==> src/source/core_pkg.sv <==
package core_pkg;

    ////////////////////////////////////////////////////////////
    // Basic types
    ////////////////////////////////////////////////////////////

    typedef logic [4:0]  reg_addr_t;
    typedef logic [31:0] word_t;

    // R-type view of an instruction word
    typedef struct packed {
        logic [5:0] opcode;
        reg_addr_t  rs;
        reg_addr_t  rt;
        reg_addr_t  rd;
        logic [4:0] shamt;
        logic [5:0] funct;
    } instr_r_t;

    // I-type view of the same word
    typedef struct packed {
        logic [5:0]  opcode;
        reg_addr_t   rs;
        reg_addr_t   rt;
        logic [15:0] imm;
    } instr_i_t;

    typedef union packed {
        instr_r_t r;
        instr_i_t i;
    } instr_u;

    ////////////////////////////////////////////////////////////
    // Opcode and funct codes
    ////////////////////////////////////////////////////////////

    localparam logic [5:0] op_special = 6'h00;
    localparam logic [5:0] op_addiu   = 6'h09;
    localparam logic [5:0] op_andi    = 6'h0c;
    localparam logic [5:0] op_ori     = 6'h0d;
    localparam logic [5:0] op_lui     = 6'h0f;

    localparam logic [5:0] fn_addu = 6'h21;
    localparam logic [5:0] fn_subu = 6'h23;
    localparam logic [5:0] fn_and  = 6'h24;
    localparam logic [5:0] fn_or   = 6'h25;
    localparam logic [5:0] fn_xor  = 6'h26;
    localparam logic [5:0] fn_slt  = 6'h2a;

    typedef enum logic [2:0] {
        alu_add = 3'd0,
        alu_sub = 3'd1,
        alu_and = 3'd2,
        alu_or  = 3'd3,
        alu_xor = 3'd4,
        alu_slt = 3'd5,
        alu_lui = 3'd6
    } alu_op_e;

    ////////////////////////////////////////////////////////////
    // Stage packets
    ////////////////////////////////////////////////////////////

    // Decode to execute
    typedef struct packed {
        logic      valid;
        alu_op_e   alu_op;
        logic      use_imm;
        reg_addr_t rs;
        reg_addr_t rt;
        reg_addr_t dest;
        word_t     a;
        word_t     b;
        word_t     imm;
    } issue_t;

    // Write-back, also the register file write port
    typedef struct packed {
        logic      valid;
        reg_addr_t dest;
        word_t     data;
    } wb_t;

endpackage

==> src/source/decode_stage.sv <==
module decode_stage import core_pkg::*; (
    input  logic      clk,
    input  logic      rst,

    // Instruction input
    input  logic      in_valid,
    input  instr_u    in_instr,

    // Register file read ports
    output reg_addr_t raddr_1,
    output logic      ren_1,
    input  word_t     rdata_1,
    output reg_addr_t raddr_2,
    output logic      ren_2,
    input  word_t     rdata_2,

    // To execute
    output issue_t    issue
);

    logic      legal;
    alu_op_e   alu_op;
    logic      use_imm;
    logic      uses_rs;
    logic      uses_rt;
    reg_addr_t dest;
    word_t     imm_ext;

    ////////////////////////////////////////////////////////////
    // Opcode and funct decode
    ////////////////////////////////////////////////////////////

    always_comb begin
        legal   = 1'b0;
        alu_op  = alu_add;
        use_imm = 1'b0;
        uses_rs = 1'b0;
        uses_rt = 1'b0;
        dest    = '0;
        imm_ext = '0;

        case (in_instr.r.opcode)
            op_special: begin
                // R-type, op from funct, result to rd
                legal   = 1'b1;
                uses_rs = 1'b1;
                uses_rt = 1'b1;
                dest    = in_instr.r.rd;
                case (in_instr.r.funct)
                    fn_addu: alu_op = alu_add;
                    fn_subu: alu_op = alu_sub;
                    fn_and:  alu_op = alu_and;
                    fn_or:   alu_op = alu_or;
                    fn_xor:  alu_op = alu_xor;
                    fn_slt:  alu_op = alu_slt;
                    default: legal  = 1'b0;
                endcase
            end
            op_addiu: begin
                legal   = 1'b1;
                alu_op  = alu_add;
                use_imm = 1'b1;
                uses_rs = 1'b1;
                dest    = in_instr.i.rt;
                imm_ext = {{16{in_instr.i.imm[15]}}, in_instr.i.imm};
            end
            op_andi: begin
                legal   = 1'b1;
                alu_op  = alu_and;
                use_imm = 1'b1;
                uses_rs = 1'b1;
                dest    = in_instr.i.rt;
                imm_ext = {16'h0000, in_instr.i.imm};
            end
            op_ori: begin
                legal   = 1'b1;
                alu_op  = alu_or;
                use_imm = 1'b1;
                uses_rs = 1'b1;
                dest    = in_instr.i.rt;
                imm_ext = {16'h0000, in_instr.i.imm};
            end
            op_lui: begin
                // No source register, upper half only
                legal   = 1'b1;
                alu_op  = alu_lui;
                use_imm = 1'b1;
                dest    = in_instr.i.rt;
                imm_ext = {in_instr.i.imm, 16'h0000};
            end
            default: legal = 1'b0;
        endcase
    end

    ////////////////////////////////////////////////////////////
    // Operand read
    ////////////////////////////////////////////////////////////

    assign raddr_1 = in_instr.r.rs;
    assign raddr_2 = in_instr.r.rt;
    assign ren_1   = in_valid && legal && uses_rs;
    assign ren_2   = in_valid && legal && uses_rt;

    ////////////////////////////////////////////////////////////
    // Issue register
    ////////////////////////////////////////////////////////////

    always_ff @(posedge clk) begin
        if (rst) begin
            issue <= '0;
        end else begin
            issue.valid   <= in_valid && legal;
            issue.alu_op  <= alu_op;
            issue.use_imm <= use_imm;
            // An unread operand carries r0 so it never matches a forward
            issue.rs      <= ren_1 ? raddr_1 : '0;
            issue.rt      <= ren_2 ? raddr_2 : '0;
            issue.dest    <= dest;
            issue.a       <= rdata_1;
            issue.b       <= rdata_2;
            issue.imm     <= imm_ext;
        end
    end

endmodule

==> src/source/exec_stage.sv <==
module exec_stage import core_pkg::*; (
    input  logic   clk,
    input  logic   rst,

    // From decode
    input  issue_t issue,

    // Write-back, also the forwarding source
    output wb_t    wb
);

    logic  fwd_a;
    logic  fwd_b;
    word_t op_a;
    word_t op_rt;
    word_t op_b;
    word_t result;

    ////////////////////////////////////////////////////////////
    // Forwarding
    ////////////////////////////////////////////////////////////

    // wb holds the result of the instruction one ahead
    // Older results come through the register file bypass
    assign fwd_a = wb.valid && wb.dest != '0 && wb.dest == issue.rs;
    assign fwd_b = wb.valid && wb.dest != '0 && wb.dest == issue.rt;

    assign op_a  = fwd_a ? wb.data : issue.a;
    assign op_rt = fwd_b ? wb.data : issue.b;

    // Immediate replaces rt for I-type
    assign op_b  = issue.use_imm ? issue.imm : op_rt;

    ////////////////////////////////////////////////////////////
    // ALU
    ////////////////////////////////////////////////////////////

    always_comb begin
        case (issue.alu_op)
            alu_add: result = op_a + op_b;
            alu_sub: result = op_a - op_b;
            alu_and: result = op_a & op_b;
            alu_or:  result = op_a | op_b;
            alu_xor: result = op_a ^ op_b;
            alu_slt: begin
                // signed compare
                result = {31'b0, $signed(op_a) < $signed(op_b)};
            end
            alu_lui: result = op_b;
            default: result = '0;
        endcase
    end

    ////////////////////////////////////////////////////////////
    // Write-back register
    ////////////////////////////////////////////////////////////

    always_ff @(posedge clk) begin
        if (rst) begin
            wb <= '0;
        end else begin
            wb.valid <= issue.valid;
            wb.dest  <= issue.dest;
            wb.data  <= result;
        end
    end

endmodule

==> src/source/int_core_top.sv <==
module int_core_top import core_pkg::*; (
    input  logic   clk,
    input  logic   rst,

    // Instruction stream, one per cycle
    input  logic   in_valid,
    input  instr_u in_instr,

    // Write-back report
    output wb_t    wb
);

    reg_addr_t raddr_1;
    reg_addr_t raddr_2;
    logic      ren_1;
    logic      ren_2;
    word_t     rdata_1;
    word_t     rdata_2;
    issue_t    issue;

    ////////////////////////////////////////////////////////////
    // Decode and operand read
    ////////////////////////////////////////////////////////////

    decode_stage decode_i (
        .clk      (clk),
        .rst      (rst),
        .in_valid (in_valid),
        .in_instr (in_instr),
        .raddr_1  (raddr_1),
        .ren_1    (ren_1),
        .rdata_1  (rdata_1),
        .raddr_2  (raddr_2),
        .ren_2    (ren_2),
        .rdata_2  (rdata_2),
        .issue    (issue)
    );

    // Written from the execute output register
    reg_file reg_file_i (
        .clk     (clk),
        .rst     (rst),
        .raddr_1 (raddr_1),
        .ren_1   (ren_1),
        .rdata_1 (rdata_1),
        .raddr_2 (raddr_2),
        .ren_2   (ren_2),
        .rdata_2 (rdata_2),
        .wr      (wb)
    );

    ////////////////////////////////////////////////////////////
    // Execute
    ////////////////////////////////////////////////////////////

    exec_stage exec_i (
        .clk   (clk),
        .rst   (rst),
        .issue (issue),
        .wb    (wb)
    );

endmodule

==> src/source/reg_file.sv <==
module reg_file import core_pkg::*; (
    input  logic      clk,
    input  logic      rst,

    // Read port 1
    input  reg_addr_t raddr_1,
    input  logic      ren_1,
    output word_t     rdata_1,

    // Read port 2
    input  reg_addr_t raddr_2,
    input  logic      ren_2,
    output word_t     rdata_2,

    // Write port
    input  wb_t       wr
);

    ////////////////////////////////////////////////////////////
    // Storage
    ////////////////////////////////////////////////////////////

    // r0 has no storage, it always reads as zero
    word_t regs [1:31];

    always_ff @(posedge clk) begin
        if (rst) begin
            for (int i = 1; i < 32; i++) begin
                regs[i] <= '0;
            end
        end else if (wr.valid && wr.dest != '0) begin
            regs[wr.dest] <= wr.data;
        end
    end

    ////////////////////////////////////////////////////////////
    // Read ports
    ////////////////////////////////////////////////////////////

    // Shared by both ports
    // A write landing this cycle is returned directly
    function automatic word_t read_port(input reg_addr_t addr, input logic en);
        word_t data;
        data = '0;
        if (en && addr != '0) begin
            if (wr.valid && wr.dest == addr) begin
                data = wr.data;
            end else begin
                data = regs[addr];
            end
        end
        return data;
    endfunction

    always_comb begin
        rdata_1 = read_port(raddr_1, ren_1);
    end

    always_comb begin
        rdata_2 = read_port(raddr_2, ren_2);
    end

endmodule

==> config.mk <==
export PLATFORM = sky130hd
export DESIGN_NAME = int_core_top
export DESIGN_NICKNAME = d
export VERILOG_FILES = /design/src/source/core_pkg.sv /design/src/source/decode_stage.sv /design/src/source/exec_stage.sv /design/src/source/int_core_top.sv /design/src/source/reg_file.sv
export SDC_FILE = /design/constraint.sdc
export NUM_CORES = 2
export LEC_CHECK = 0
export ABC_AREA = 0
export BUFFER_PORTS_ARGS = -buffer_cell sky130_fd_sc_hd__buf_2
export CAP_MARGIN = 10
export CORE_UTILIZATION = 55
export DETAILED_ROUTE_END_ITERATION = 12
export PLACE_DENSITY_LB_ADDON = 0.1
export SLEW_MARGIN = 10
export SYNTH_ARGS = -nofsm -noshare
export SYNTH_HDL_FRONTEND = slang
export SYNTH_SLANG_ARGS = --single-unit
==> constraint.sdc <==
create_clock -name clk -period 4.8 [get_ports clk]
set_clock_uncertainty 0.15 [all_clocks]
set_input_delay 0.24 -clock clk [delete_from_list [all_inputs] [get_ports clk]]
set_output_delay 0.24 -clock clk [all_outputs]
set_load 0.01 [all_outputs]
==> flow_summary.yaml <==
synth:
  ys_top_cells_by_count: "edfxtp_1 (1,024), and2_1 (1,018), mux4_2 (642)"
  ys_top_cells_by_area: "edfxtp_1 (47%), mux4_2 (22%), and2_1 (9.7%)"
  avgSynthCellArea_um2: 14.17
  post-synth-top-count-cell: "edfxtp_1"
  ys.flop_type: "edfxtp_1"
  netlist-cell-type-count: 95
  ys_ff_latch: 1178
  synth_edf_count: 1024
  yosysSeqAreaShare_pct: 51.42
  synth_top_area_cell: "edfxtp_1"
  synth_top_area_share_pct: 46.73
  postSynth.asyncResetShare_pct: 0
  ys_warn_count: 0
  syn-cell-area_um2: 65800
  synthesis.instances: 4643
floorplanning:
  row_count: 126
  fp.coreArea_um2: 118400
  fp.dieH_um: 347.9
  ios: 73
  die_width_um: 347.9
  die_area_um2: 121000
  floorplan.initialDensity_pct: 55.58
worst_setup_path:
  path_depth: 16
  startpoint_type: "flop"
  crit_path_cell_trace: "or3_4 > o31ai_4 > nor4_4 > buf_4 > buf_12 > mux2i_1 > o21ai_1 > ha_1 > buf_4 > o31ai_1 > or4b_1 > o211ai_4 > o41ai_4 > nand3_2 > mux2_1 > a31oi_1"
  critPathKind: "reg -> reg"
  r2r-end: "exec_i.wb[28]$_SDFF_PP0_"
  crit-reg2reg-launch: "exec_i.wb[34]$_SDFF_PP0_"
  rrSetupSlack_ps: 140
  reg2reg_depth: 16
  startpoint: "exec_i.wb[34]$_SDFF_PP0_"
  crit_arrival_ps: 5210
  required_ps: 5350
  cp_top_family: "compound AO/OA/AOI/OAI gates"
  cpMostUsedCell: "buf_4"
  crit_path_end: "exec_i.wb[28]$_SDFF_PP0_"
  crit_path_max_fanout: 13
  cpMaxStageDelayCell: "o41ai_4"
  end_kind: "flop"
  slowest_delay_ps: 560
  path_buf_inv: 3
clock_network:
  tritoncts: "yes"
  clkTransAtPathRegs_ps: 60
  clock_sinks: 1178
  h-tree-depth: 4
  clk_latency_ps: 790
  numCtsBuffers: 133
  clockRootBuffer: "clkbuf_16"
  cts.path.max_buffers: 3
sta:
  slew_headroom_pct: 24.12
  period_share_pct: 97.11
  hold_violations: 0
  max_freq_mhz: 214.5
  slew_violations: 0
  final.min_clock_period_ps: 4661
  finalSetupViolCount: 0
  tightest_slew_ps: 1136
routing:
  vias_per_cell: 6.608
  wl_per_cell_um: 33.32
  antenna_left: 0
  drtIter0Drc: 5738
  first_pass_iters: 5
  via_count: 42510
  drc: 0
  routed_wl_um: 214300
worst_hold_path:
  holdPathStages: 3
  hp-class: "in -> reg"
grt:
  grt_pass1_vias: 42060
  grt_pass1_wl_um: 304200
  track_usage_pct: 35.73
  grt_remaining_overflow: 0
  antenna_found_initial: 11
  grt_max_degree: 92
layout:
  fill_cells: 8866
  fin_nets: 4868
  drive_gt1_share_pct: 27.54
  fin_util_pct: 62.28
  syn_to_final_growth_pct: 12.07
pwr:
  total_power_uw: 23470
  power_density_nw_per_um2: 318.3
  irDropWorstVdd_mv: 0.3785
  leakage_uw: 0.02671
status:
  outcome: "finished clean"
placement:
  place_congestion: 0.9842
  port-buffer-count: 72
  dp_hpwl_um: 130700
job:
  cap_violations: 0
logic make-up after synthesis:
kind of cell	count (synthesis)	share of synthesized area, %
AOI/OAI and AO/OA	462	5.026
other	1	0.005699
adders and majority gates	106	2.038
and+or+nand+nor	1506	13.22
xor gates and xnor gates	47	0.6256
muxes	793	24.34
buffers and inverters	550	3.326
DFF	1178	51.42
layout make-up:
type | instances | area, µm² | share of cell area [%]
clock inverter | 62 | 534.3 | 0.7245
clock buffer | 176 | 3603 | 4.887
tap | 1600 | 2002 | 2.715
timing repair buffer | 366 | 3052 | 4.138
multi-input combinational | 2946 | 30320 | 41.12
sequential | 1178 | 33840 | 45.89
inverter | 102 | 382.9 | 0.5192
antenna | 3 | 7.507 | 0.01018
through the flow:
step	instances	area (µm²)	hold slack [ps]	TNS (ps)	setup slack (ps)
finish	6433	73740	39.51	0	138.7
global route	6430	73730	40.24	-106.2	-47.72
CTS	6415	73460	3.523	0	31.77
detailed placement	6136	68910	273.4	0	41.16
global placement	6136	68910	270.6	0	115.6
floorplan	4674	65920	211.7	0	59.20
state kept, by name (all words and copies together), names as in the netlist:
signal / count
reg_file_i.regs: 1024
exec_i.wb: 38
decode_i.issue: 116
per-layer routing:
metal  global-route usage, %  wire length (µm)  vias up
met2                   54.78             98840     2350
li1                        -                 -    17770
met3                   9.420             24250      399
met5                       0                43        -
met1                   50.45             85040    21980
met4                   10.34              6156        6
cell usage in the layout, fill, tap and decap left out, types with 33 or more instances in the layout:
cell type	count
or2_2	37
buf_4	230
mux4_2	642
mux2i_1	116
nand2_1	97
dfxtp_1	151
o21ai_0	44
nor2_4	33
clkbuf_16	137
dlygate4sd3_1	41
a21oi_1	141
nor2_1	177
edfxtp_1	1024
and2_1	1018
inv_1	100
a211oi_1	45
buf_2	63
ha_1	100
xnor2_1	34
clkbuf_1	35
power by group:
group	internal, µW	switching [µW]	total (µW)
clock network	5540	4330	9870
registers	11400	144	11500
logic	917	1150	2060
total	17900	5620	23500
worst min path at each step:
| stage | end | slack, ps | from |
|---|---|---|---|
| 2_1_floorplan | decode_i.issue[0]$_SDFF_PP0_ | 210 | in_instr[0] |
| 3_5_place_dp | exec_i.wb[35]$_SDFF_PP0_ | 270 | decode_i.issue[99]$_SDFF_PP0_ |
| 6_report | exec_i.wb[2]$_SDFF_PP0_ | 40 | rst |
| 4_1_cts | exec_i.wb[2]$_SDFF_PP0_ | 4 | rst |
| 5_1_grt | exec_i.wb[35]$_SDFF_PP0_ | 40 | rst |
| 3_3_place_gp | exec_i.wb[35]$_SDFF_PP0_ | 270 | decode_i.issue[99]$_SDFF_PP0_ |
what timing repair did:
| item | in CTS | in global routing |
|---|---|---|
| gates resized for setup | 0 | 31 |
| hold buffers | 41 | 0 |
| buffers inserted | 0 | 14 |
| endpoints found under the setup margin | 0 | 16 |
| endpoints found under the hold margin | 60 | 0 |
worst reg2reg max path, cell delays in order (launching register included):
cell and delay, ps:
dfxtp_1 350, or3_4 420, o31ai_4 350, nor4_4 80, buf_4 170, buf_12 160, mux2i_1 140, o21ai_1 270
ha_1 360, buf_4 190, o31ai_1 370, or4b_1 250, o211ai_4 130, o41ai_4 560, nand3_2 160, mux2_1 330
a31oi_1 120
Power figures use the tool's default switching activity.
